File: src/hdl/fetch_pkg.sv
`default_nettype none

package fetch_pkg;

    typedef logic [31:0] word_t;

    // first fetch after reset, and the exception vector
    localparam word_t reset_pc     = 32'hbfc0_0000;
    localparam word_t exc_entry_pc = 32'hbfc0_0380;

    // instruction bus, request side
    typedef struct packed {
        logic  valid;
        word_t addr;
    } ibus_req_t;

    // low word is the instruction at addr, high word at addr + 4
    typedef struct packed {
        logic        addr_ok;
        logic        data_ok;
        logic [63:0] data;
    } ibus_resp_t;

    typedef struct packed {
        logic  valid;
        word_t target;
    } redirect_t;

    typedef struct packed {
        logic  valid;
        word_t pc;
        logic  misaligned;
    } fetch1_t;

    typedef struct packed {
        logic  valid;
        word_t pc;
        word_t instr;
        logic  misaligned;
    } fetch_slot_t;

    // slot0 is first in program order
    typedef struct packed {
        fetch_slot_t slot0;
        fetch_slot_t slot1;
    } fetch_pair_t;

endpackage

`default_nettype wire

File: src/hdl/fetch_frontend.sv
`default_nettype none

module fetch_frontend (
    input  logic                   clk,
    input  logic                   reset,
    output fetch_pkg::ibus_req_t   ireq,
    input  fetch_pkg::ibus_resp_t  iresp,
    input  fetch_pkg::redirect_t   branch,
    input  fetch_pkg::redirect_t   eret,
    input  logic                   exception,
    input  logic                   stall,
    output fetch_pkg::fetch_pair_t pair
);
    import fetch_pkg::*;

    fetch1_t     f1_next;
    fetch1_t     f1;
    fetch_pair_t pair_next;
    logic        advance;
    logic        redirect;

    // hold only when decode stalls with something valid in front of it
    assign advance = ~(stall & (pair.slot0.valid | pair.slot1.valid));

    pc_gen u_pc_gen (
        .clk       (clk),
        .reset     (reset),
        .branch    (branch),
        .eret      (eret),
        .exception (exception),
        .iresp     (iresp),
        .advance   (advance),
        .ireq      (ireq),
        .f1_next   (f1_next),
        .redirect  (redirect)
    );

    pipe_reg #(.T(fetch1_t)) u_f1_reg (
        .clk   (clk),
        .reset (reset),
        .en    (advance),
        .flush (redirect),
        .in    (f1_next),
        .out   (f1)
    );

    instr_capture u_capture (
        .clk       (clk),
        .reset     (reset),
        .f1        (f1),
        .iresp     (iresp),
        .advance   (advance),
        .redirect  (redirect),
        .pair_next (pair_next)
    );

    pipe_reg #(.T(fetch_pair_t)) u_f2_reg (
        .clk   (clk),
        .reset (reset),
        .en    (advance),
        .flush (redirect),
        .in    (pair_next),
        .out   (pair)
    );

endmodule

`default_nettype wire

File: src/hdl/instr_capture.sv
`default_nettype none

module instr_capture (
    input  logic                  clk,
    input  logic                  reset,
    input  fetch_pkg::fetch1_t    f1,
    input  fetch_pkg::ibus_resp_t iresp,
    input  logic                  advance,
    input  logic                  redirect,
    output fetch_pkg::fetch_pair_t pair_next
);
    import fetch_pkg::*;

    logic [63:0] saved_data;
    logic        saved_flag;
    logic [63:0] beat;
    logic        have_data;
    word_t       first_word;

    // beat arrived while the next stage was stalled
    always_ff @(posedge clk) begin
        if (reset || redirect || advance) begin
            saved_flag <= 1'b0;
        end else if (iresp.data_ok && f1.valid) begin
            saved_flag <= 1'b1;
        end
    end

    always_ff @(posedge clk) begin
        if (iresp.data_ok && !advance) begin
            saved_data <= iresp.data;
        end
    end

    assign beat      = saved_flag ? saved_data : iresp.data;
    assign have_data = saved_flag | iresp.data_ok;

    // pc bit 2 picks the high word for slot 0
    assign first_word = f1.pc[2] ? beat[63:32] : beat[31:0];

    always_comb begin
        pair_next.slot0.valid      = f1.valid & (f1.misaligned | have_data);
        pair_next.slot0.pc         = f1.pc;
        pair_next.slot0.misaligned = f1.misaligned;
        if (f1.misaligned) begin
            pair_next.slot0.instr = '0;
        end else begin
            pair_next.slot0.instr = first_word;
        end
    end

    // second slot only for an aligned, good pc
    always_comb begin
        pair_next.slot1.valid      = f1.valid & ~f1.misaligned & ~f1.pc[2] & have_data;
        pair_next.slot1.pc         = f1.pc + 32'd4;
        pair_next.slot1.instr      = beat[63:32];
        pair_next.slot1.misaligned = 1'b0;
    end

endmodule

`default_nettype wire

File: src/hdl/pc_gen.sv
`default_nettype none

module pc_gen (
    input  logic                  clk,
    input  logic                  reset,
    input  fetch_pkg::redirect_t  branch,
    input  fetch_pkg::redirect_t  eret,
    input  logic                  exception,
    input  fetch_pkg::ibus_resp_t iresp,
    input  logic                  advance,
    output fetch_pkg::ibus_req_t  ireq,
    output fetch_pkg::fetch1_t    f1_next,
    output logic                  redirect
);
    import fetch_pkg::*;

    word_t pc;
    word_t pc_step;
    word_t redirect_target;
    word_t saved_target;
    word_t kill_target;
    logic  saved_valid;
    logic  pending;
    logic  parked;
    logic  misaligned;
    logic  accept;
    logic  waiting;
    logic  kill;
    logic  emit_misaligned;

    // exception, then eret, then branch
    always_comb begin
        if (exception) begin
            redirect_target = exc_entry_pc;
        end else if (eret.valid) begin
            redirect_target = eret.target;
        end else begin
            redirect_target = branch.target;
        end
    end

    assign redirect = exception | eret.valid | branch.valid;

    assign misaligned = |pc[1:0];

    // odd word yields one slot only
    assign pc_step = pc[2] ? pc + 32'd4 : pc + 32'd8;

    // a request already on the bus is kept up through a redirect
    assign ireq.valid = advance & ~parked & ~misaligned &
                        (pending | (~redirect & ~saved_valid));
    assign ireq.addr  = {pc[31:3], 3'b000};

    assign accept  = ireq.valid & iresp.addr_ok;
    assign waiting = ireq.valid & ~iresp.addr_ok;

    // accepted request belongs to the old path
    assign kill        = redirect | saved_valid;
    assign kill_target = redirect ? redirect_target : saved_target;

    assign emit_misaligned = misaligned & ~parked & advance & ~redirect & ~saved_valid;

    assign f1_next.valid      = (accept & ~kill) | emit_misaligned;
    assign f1_next.pc         = pc;
    assign f1_next.misaligned = misaligned;

    always_ff @(posedge clk) begin
        if (reset) begin
            pc          <= reset_pc;
            saved_valid <= 1'b0;
            pending     <= 1'b0;
            parked      <= 1'b0;
        end else if (accept) begin
            pending     <= 1'b0;
            saved_valid <= 1'b0;
            if (kill) begin
                pc <= kill_target;
            end else begin
                pc <= pc_step;
            end
        end else if (redirect && waiting) begin
            // defer until the bus takes the address
            pending     <= 1'b1;
            saved_valid <= 1'b1;
        end else if (redirect) begin
            pc          <= redirect_target;
            pending     <= 1'b0;
            saved_valid <= 1'b0;
            parked      <= 1'b0;
        end else begin
            if (waiting) begin
                pending <= 1'b1;
            end
            // stop after reporting the bad pc once
            if (emit_misaligned) begin
                parked <= 1'b1;
            end
        end
    end

    // later redirect overwrites an earlier one
    always_ff @(posedge clk) begin
        if (redirect && waiting) begin
            saved_target <= redirect_target;
        end
    end

endmodule

`default_nettype wire

File: src/hdl/pipe_reg.sv
`default_nettype none

module pipe_reg #(
    parameter type T = logic
) (
    input  logic clk,
    input  logic reset,
    input  logic en,
    input  logic flush,
    input  T     in,
    output T     out
);

    // flush wins over a load in the same cycle
    always_ff @(posedge clk) begin
        if (reset || flush) begin
            out <= '0;
        end else if (en) begin
            out <= in;
        end
    end

endmodule

`default_nettype wire

File: config.mk
export PLATFORM = sky130hd
export DESIGN_NAME = fetch_frontend
export DESIGN_NICKNAME = d
export VERILOG_FILES = /design/src/hdl/fetch_pkg.sv /design/src/hdl/fetch_frontend.sv /design/src/hdl/instr_capture.sv /design/src/hdl/pc_gen.sv /design/src/hdl/pipe_reg.sv
export SDC_FILE = /design/constraint.sdc
export NUM_CORES = 1
export LEC_CHECK = 0
export BUFFER_PORTS_ARGS = -buffer_cell sky130_fd_sc_hd__buf_2
export CAP_MARGIN = 10
export CORE_ASPECT_RATIO = 1.2
export CORE_MARGIN = 2
export CORE_UTILIZATION = 40
export CTS_CLUSTER_SIZE = 20
export DETAILED_ROUTE_END_ITERATION = 8
export GPL_TIMING_DRIVEN = 0
export SETUP_SLACK_MARGIN = 0.15
export SLEW_MARGIN = 20
export SYNTH_ARGS = -nofsm -noshare
export SYNTH_HDL_FRONTEND = slang
export SYNTH_HIERARCHICAL = 1
export SYNTH_SLANG_ARGS = --single-unit
File: constraint.sdc
create_clock -name clk -period 6.7 [get_ports clk]
set_clock_uncertainty 0.2 [all_clocks]
set_input_delay 0.335 -clock clk [delete_from_list [all_inputs] [get_ports clk]]
set_output_delay 0.335 -clock clk [all_outputs]
set_load 0.005 [all_outputs]
Word-level counts from Yosys, hierarchy flattened
Index checks and enable logic that the tools add are counted.
{ "totals": {"reg_bits": 297, "inputBits": 136, "out_inout_bits": 165, "word_cells": 87} }
{ "op_classes": {"addsub": 3, "eq_ne": 1, "n_mux": 18, "bitwise_logic": 35, "reduce_logical": 13} }
{ "ops": {"columns": ["op", "n"], "rows": [
  ["$mux 32", 10],
  ["$add 32x3->32 const B", 2],
  ["$mux 64", 1],
  ["$add 32x4->32 const B", 1],
  ["$and 1x1->1", 16],
  ["$not 1->1", 11],
  ["$or 1x1->1", 8],
  ["$mux 1", 7],
  ["$reduce_bool 2->1", 3],
  ["$reduce_or 2->1", 2],
  ["$logic_and 1x1->1", 3],
  ["$reduce_and 3->1", 1],
  ["$reduce_bool 3->1", 1],
  ["$logic_or 1x1->1", 2],
  ["$ne 2x1->1 const B", 1],
  ["$reduce_and 2->1", 1]
]} }

Longest topological paths before layout
Gate-level depths: netlist (run 1).
{ "depth": {"depth_word": 10, "mapped_depth": 9, "mapped_depth_nobuf": 7} }

Cells and area by module
Netlist (run 1), hierarchy kept.
{ "by_module_without_submodules": {"columns": ["module", "n_inst", "cells_each", "area_per_inst_um2", "seq_area_each_um2"], "rows": [
  ["pipe_reg (u_f2_reg)", 1, 427, 4728.3, 2642.5],
  ["pc_gen", 1, 461, 4379.2, 1661.6],
  ["instr_capture", 1, 336, 3952.5, 1941.9],
  ["pipe_reg (u_f1_reg)", 1, 111, 1252.5, 680.7],
  ["fetch_frontend", 1, 1, 5.0, 0.0]
]} }

Worst setup path before layout (run 1)
Ideal clock, no wire load.
{ "synth_timing": {"path_type": "register -> register", "from": "register u_f2_reg/out[65] (netlist bit)", "to": "register u_capture.saved_data[0], enable pin", "setup_time_ns": 0.493, "arrival_time_ns": 3.355, "required_ns": 6.007, "slack_ns": 2.653, "path_stages_with_launch": 3, "n_path_buf": 0, "synth_period_minus_slack_ns": 4.047, "cell_sequence": "dfxtp_1 -> o21ai_1 -> nor2b_1"} }
{ "synth_between": {"elab_chain_cells": 3} }
{ "synth_rtl": {"columns": ["item", "line", "source"], "rows": [
  ["from (decl)", "pipe_reg.sv:11", "output T out"],
  ["from (signal assigned)", "pipe_reg.sv:19", "out <= in;"],
  ["$or 1x1->1", "fetch_frontend.sv:23", "assign advance = ~(stall & (pair.slot0.valid | pair.slot1.valid));"],
  ["$and 1x1->1", "fetch_frontend.sv:23", null],
  ["$logic_and 1x1->1", "instr_capture.sv:30", "if (iresp.data_ok && !advance) begin"],
  ["to (signal assigned)", "instr_capture.sv:31", "saved_data <= iresp.data;"],
  ["to (decl)", "instr_capture.sv:14", "logic [63:0] saved_data;"]
]} }
No other way between the ends.
A chain may end at the register's enable or synchronous reset.

Worst setup path after layout (run 1)
{ "layout_timing": {"from": "register u_f2_reg/out[65] (netlist bit)", "to": "register u_pc_gen.pc[19]"} }
{ "layout_between": {"elab_chain_cells": 10, "word_cells_on_any_way": 13, "cone_classes": "1 x eq/ne; 1 x mux; 8 x bitwise; 3 x reduce/logical"} }
{ "layout_rtl": {"columns": ["item", "line", "source"], "rows": [
  ["$or 1x1->1 (*)", "fetch_frontend.sv:23", null],
  ["$and 1x1->1 (*)", "fetch_frontend.sv:23", null],
  ["$not 1->1 (*)", "fetch_frontend.sv:23", null],
  ["via advance", "fetch_frontend.sv:19", "logic advance;"],
  ["$and 1x1->1 (*) (3 in series)", "pc_gen.sv:50", "assign ireq.valid = advance & ~parked & ~misaligned &"],
  ["$and 1x1->1", "pc_gen.sv:55", "assign waiting = ireq.valid & ~iresp.addr_ok;"],
  ["$logic_and 1x1->1", "pc_gen.sv:81", "end else if (redirect && waiting) begin"],
  ["$ne 2x1->1 (no source line)", null, null],
  ["$reduce_and 2->1 (no source line)", null, null],
  ["to (signal assigned)", "pc_gen.sv:77", "pc <= kill_target;"],
  ["to (signal assigned)", "pc_gen.sv:79", "pc <= pc_step;"],
  ["to (signal assigned)", "pc_gen.sv:86", "pc <= redirect_target;"],
  ["to (decl)", "pc_gen.sv:17", "word_t pc;"]
]} }
Mark *: on every way through the listed nets, which the timed path passes. The rest lies on a longest branch.

==> results.py, run 1 <==
metrics = {
    "placed_design": {
        "gp_congestion": 0.862,
        "placed_cells": 2099,
        "hpwl_um": 31500,
        "port_buffers": 295,
    },
    "synthesis": {
        "yosysMostFrequentCell": "nor2_1",
        "synth_edf_count": 96,
        "syn_inst": 1336,
        "synthArstFlopShare": 0,
        "yosysUniqueCellTypes": 77,
        "synth_top_area_share": 0.282,
        "ys_top_cells_by_area": "dfxtp_1, edfxtp_1, mux2i_1",
        "syn_avg_cell_area_um2": 10.7,
        "syn_area_mm2": 0.0143,
        "synth_seq_cells": 298,
        "synth_ff_type": "dfxtp_1",
        "synth_common_cells": "nor2_1, mux2i_1, dfxtp_1",
        "seq_area_frac_synth": 0.484,
        "yosys.area.top_type": "dfxtp_1",
        "yosysWarnings": 6,
    },
    "setup_path": {
        "arrival_ns": 3.19,
        "cp-end-kind": "flop",
        "reg2reg_depth": 7,
        "cp-start-kind": "flop",
        "crit_path_start": "u_f2_reg/out[65]",
        "rr_startpoint": "u_f2_reg/out[65]",
        "required_ns": 6.95,
        "crit_path_max_fanout": 10,
        "crit_type": "flop to flop",
    },
    "drt": {
        "dr.pass1.iters": 5,
        "wl_um": 42000,
        "drc_errors": 0,
        "wl_per_cell_um": 18.5,
        "ant_nets": 0,
        "drt_iter0_drc": 807,
        "viasPerCell": 5.12,
        "vias": 11600,
    },
    "sta": {
        "fin_crit_sh": 0.439,
        "setup_viol": 0,
        "hold_viol_final": 0,
        "max_slew_margin": 0.467,
        "rsz0062_at_grt": "false",
        "setup_tns_ns": 0,
        "slew_viol_final": 0,
        "period_needed_ns": 2.94,
        "worst_pin_slew_ns": 0.796,
        "fmax_mhz": 340,
    },
    "clock_network": {
        "htreeDepth": 1,
        "clkLatencyLatePin_ns": 0.56,
        "clock_path_buffers": 3,
        "cts_made_buffers": 30,
        "clock-root-buffer": "clkbuf_16",
        "cts_tree": "done",
        "cts.sinks": 298,
        "clkTransAtPathRegs_ns": 0.06,
        "cts_resized": 0,
    },
    "grt": {
        "grt_pass1_vias": 11500,
        "grt_start_max_net_pins": 20,
        "grt_usage": 0.219,
        "antenna_found_initial": 1,
        "grt_pass1_wl_um": 64200,
        "grt_overflow": 0,
    },
    "floorplanning": {
        "die_h_um": 211,
        "core_mm2": 0.0351,
        "die-area_mm2": 0.0373,
        "ios": 301,
        "rows": 75,
        "fp.dieW_um": 177,
        "start_util": 0.408,
    },
    "power_and_ir_drop": {
        "power.density_mw_per_mm2": 213,
        "p_leak_nw": 8.83,
        "vdd_drop_max_uv": 172,
        "power_mw": 3.98,
    },
    "cells_and_area": {
        "drive_gt1_frac": 0.299,
        "num-nets-final": 1923,
        "antenna_cells": 0,
        "layout.cells.non_filler": 2271,
        "areaGrowthSynthToFinish_pct": 30.4,
    },
    "min_path": {
        "worstHoldStart": "branch[15]",
        "holdCritPathClass": "input port to flop",
        "hold_path_depth": 3,
    },
    "outcome": {
        "status": "completed",
    },
    "job": {
        "cap_violations": 0,
    },
}
==> where the power goes <==
| group | internal (mW) | switching, mW | leakage, nW | total, mW |
|---|---|---|---|---|
| logic | 0.193 | 0.155 | 5.82 | 0.348 |
| registers | 1.89 | 0.0362 | 2.52 | 1.92 |
| clock network | 1.01 | 0.704 | 0.490 | 1.71 |
| total | 3.09 | 0.895 | 8.83 | 3.98 |
==> area by class of cell <==
type / instances / area [µm²]
clock inverters: 11 / 131
multi-input cells: 867 / 6170
fillers: 3163 / 16400
clock buffers: 45 / 868
flip-flops and latches: 298 / 6930
repair buffers: 415 / 2750
well taps: 462 / 578
plain buffers: 161 / 1190
inverters: 12 / 45.0
==> per-layer routing <==
metal / vias to the layer above / share of wire / track usage
met3: 63 / 0.055 / 0.0299
met4: 2 / 0.032 / 0.0809
met1: 5504 / 0.41 / 0.262
li1: 5634 / - / -
met5: - / 0.00021 / 0
met2: 420 / 0.50 / 0.396
==> critical path: stages (launching register included) <==
cell	delay [ns]
dfxtp_1	0.33
o21ai_1	0.57
nor4b_4	0.42
buf_6	0.21
a31oi_1	0.10
a31oi_1	0.62
a41oi_1	0.10
o221a_1	0.28
==> flip-flops by register name, indices dropped and copies added, names as in the netlist <==
signal,count
u_pc_gen/pc,32
u_pc_gen/saved_target,32
u_pc_gen/pending,1
u_f1_reg/out,34
u_pc_gen/parked,1
u_capture/saved_flag,1
u_f2_reg/out,132
u_capture/saved_data,64
u_pc_gen/saved_valid,1
==> placed cells by master (no fill, tap or decap), types with 6 or more instances in the layout <==
cell / n
nor2_1: 252
clkbuf_16: 31
inv_1: 12
nand2_1: 26
and2_1: 11
a211o_1: 13
xor2_1: 9
nand4_1: 17
buf_4: 85
nor3_1: 10
mux2_2: 34
a221o_1: 7
a22oi_1: 13
o21ai_0: 22
mux2i_1: 218
a211oi_1: 40
and3_1: 8
clkbuf_1: 29
clkinv_2: 6
xnor2_1: 24
dfxtp_1: 202
nor2b_1: 12
dlygate4sd3_1: 116
a31oi_1: 10
buf_6: 28
a21oi_1: 21
buf_2: 315
and4_1: 8
nand3_1: 27
edfxtp_1: 96
==> final timing paths <==
kind	end	slack, ns
setup / recovery	u_pc_gen/pc[19]	3.76
hold / removal	u_pc_gen/saved_target[15]	0.02
setup reg to reg	u_pc_gen/pc[19]	3.76
hold reg to reg	u_f2_reg/out[113]	0.29
==> cells by family (layout without fill, tap and decap cells) <==
logic type,Yosys count,after routing,share of synthesized area
other,2,4,0.000525
multiplexers,253,253,0.180
adder cells (fa/ha/maj),2,2,0.00175
buffers and inverters,173,644,0.0865
flip-flops,298,298,0.484
XOR/XNOR,33,33,0.0202
AO/OA/AOI/OAI,175,175,0.0918
AND/OR/NAND/NOR,400,400,0.135
==> metrics by stage <==
stage | setup WS [ns] | cell area, µm² | hold WS [ns] | utilization
floorplan | 2.65 | 14300 | 0.214 | -
global placement | 0.793 | 16400 | 0.245 | 0.467
detailed placement | 3.78 | 16500 | 0.272 | 0.470
CTS | 3.76 | 18700 | 0.00215 | 0.532
global route | 3.57 | 18700 | 0.0238 | 0.532
finish | 3.76 | 18700 | 0.0206 | 0.532
==> repair_timing <==
| action | 4_1_cts | 5_1_grt |
|---|---|---|
| endpoints found under the setup margin | 0 | 0 |
| hold buffers | 116 | 0 |
| endpoints found under the hold margin | 121 | 0 |
| buffers inserted | 0 | 0 |
Power figures use the tool's default switching activity.
==> inputs of run 2 (changes only) <==
- clock period: 6.7 -> 2.95 ns (I/O delays scaled with it)
==> run 2 against run 1 <==
Compared with the run above: critical path depth increased by 1; via count increased by 0.80%; design area increased by 1.5%; cell count increased by 1.1%; first-iteration DRC count decreased by 16%; total power increased by 130%; global-route usage increased by 0.56 points; utilization increased by 0.80 points; sequential share of layout area decreased by 0.55 points; non-clock buffer count increased by 19; die area unchanged; clock power increased by 140%; critical path type unchanged; critical endpoint is now u_pc_gen/pc[18]; highest routed layer is now met4.
==> results.py, run 2 (same netlist as run 1, synthesis figures left out) <==
metrics = {
    "drt": {
        "top_layer": "met4",
        "wl_per_cell_um": 18.7,
        "dr.pass1.iters": 7,
        "wl_um": 42900,
        "drc_errors": 0,
        "met2WireLength_um": 21400,
        "route.met3.wl_um": 2710,
        "drt_iter0_drc": 676,
        "vias": 11700,
        "ant_nets": 0,
        "viasPerCell": 5.11,
        "wl_met1_um": 17400,
    },
    "cells_and_area": {
        "final_common_cell": "buf_2",
        "final_cell_mix": "buf_2, nor2_1, mux2i_1, dfxtp_1, dlygate4sd3_1",
        "multiInputGateArea_mm2": 0.00621,
        "largest_registers": "u_f2_reg/out: 132 flops, u_capture/saved_data: 64 flops, u_f1_reg/out: 34 flops",
        "antenna_cells": 0,
        "seq_area_mm2": 0.00693,
        "final_util": 0.540,
        "n_fill_cell": 3139,
        "areaGrowthSynthToFinish_pct": 32.3,
        "largest_reg_flops": 132,
        "regMostFlops": "u_f2_reg/out",
        "num-nets-final": 1947,
        "drive_gt1_frac": 0.299,
    },
    "min_path": {
        "worstHoldStart": "branch[32]",
        "hold_end": "u_pc_gen/pc[0]",
        "hold_path_depth": 4,
        "holdCritPathClass": "input port to flop",
    },
    "floorplanning": {
        "die-area_mm2": 0.0373,
        "die_h_um": 211,
        "core_mm2": 0.0351,
        "ios": 301,
        "rows": 75,
        "fp.dieW_um": 177,
        "start_util": 0.408,
    },
    "grt": {
        "grt_usage": 0.224,
        "grt_start_max_net_pins": 25,
        "grt_pass1_vias": 11500,
        "antenna_found_initial": 0,
        "grt_pass1_wl_um": 65400,
        "grt_overflow": 0,
    },
    "setup_path": {
        "slowest_delay_ns": 0.35,
        "cp-start-kind": "flop",
        "required_ns": 3.12,
        "crit_path_max_fanout": 10,
        "rr_startpoint": "u_f2_reg/out[65]",
        "reg2reg_depth": 8,
        "arrival_ns": 2.81,
        "slowest_stage": "dfxtp_1",
        "crit_type": "flop to flop",
        "rrSetupSlack_ns": 0.31,
        "path_cells": "o21ai_4 -> nor4b_4 -> buf_6 -> o2111ai_4 -> buf_2 -> a22oi_2 -> o31a_1 -> o32ai_1",
        "rr_endpoint": "u_pc_gen/pc[18]",
        "cp-end-kind": "flop",
    },
    "placed_design": {
        "port_buffers": 295,
        "gp_congestion": 0.864,
        "hpwl_um": 31600,
        "dp_slack_ns": -0.167,
    },
    "clock_network": {
        "clkLatencyLatePin_ns": 0.52,
        "cts_made_buffers": 34,
        "clock-root-buffer": "clkbuf_16",
        "cts.sinks": 298,
        "cts_tree": "done",
        "clkTransAtPathRegs_ns": 0.06,
        "clock_path_buffers": 3,
        "htreeDepth": 2,
    },
    "sta": {
        "rsz0062_at_grt": "false",
        "period_needed_ns": 2.64,
        "max_slew_margin": 0.521,
        "holdWs_ns": 0.0205,
        "fmax_mhz": 378,
        "worst_slack_ns": 0.306,
        "hold_viol_final": 0,
        "fin_crit_sh": 0.896,
        "worst_pin_slew_ns": 0.716,
        "setup_viol": 0,
        "slew_viol_final": 0,
    },
    "power_and_ir_drop": {
        "power.density_mw_per_mm2": 492,
        "vdd_drop_max_uv": 289,
        "p_leak_nw": 8.93,
    },
    "job": {
        "cap_violations": 0,
    },
    "outcome": {
        "status": "completed",
    },
}
## run 2: routing by layer
layer  vias to the layer above  track usage
met5                         -            0
met4                         0       0.0846
met3                        87       0.0419
met2                       400        0.402
met1                      5546        0.264
li1                       5683            -
## run 2: final cells by class
type,count,area share
tap,462,0.0305
multi-input combinational,868,0.328
clock inverter,8,0.00449
sequential,298,0.366
clock buffer,52,0.0528
inverter,12,0.00238
timing repair buffer,434,0.154
buffer,161,0.0630
## run 2: worst max path at each step
| stage | slack [ns] | startpoint | to |
|---|---|---|---|
| 2_1_floorplan | 0.35 | u_f2_reg/out[65] | u_pc_gen/saved_target[0] |
| 3_3_place_gp | -0.15 | u_f2_reg/out[65] | u_pc_gen/saved_target[19] |
| 3_5_place_dp | -0.17 | u_f2_reg/out[65] | u_pc_gen/saved_target[19] |
| 4_1_cts | 0.20 | u_f2_reg/out[65] | u_pc_gen/pc[18] |
| 5_1_grt | 0.18 | u_f2_reg/out[65] | u_pc_gen/pc[5] |
| 6_report | 0.31 | u_f2_reg/out[65] | u_pc_gen/pc[18] |
## run 2: where the power goes
group | switching [mW] | internal (mW)
combinational | 0.360 | 0.459
sequential | 0.0797 | 4.29
clock | 1.70 | 2.43
## run 2: worst max-delay path, delay by kind of cell, from the launching register on
family | cells | cell delay (ns)
AOI/OAI and AO/OA | 5 | 1.11
and+or+nand+nor | 1 | 0.34
buffers and inverters | 2 | 0.48
DFF | 1 | 0.35
## run 2: stage by stage
step                TNS (ns)  std cells  power (mW)  instance area (µm²)
global placement       -4.88       2095        5.10                16400
floorplan                  0       1338        4.84                14300
finish                     0       2295        9.32                18900
global route               0       2295        9.66                18900
CTS                        0       2294        9.42                18900
detailed placement     -5.38       2098        5.11                16500
## run 2: what timing repair did
action,in CTS,in global routing
buffers inserted,0,1
hold endpoints to repair,186,0
hold buffers,135,0
endpoints found under the setup margin,52,3
pin swaps,1,0
resized for setup,3,2
gates cloned,1,0
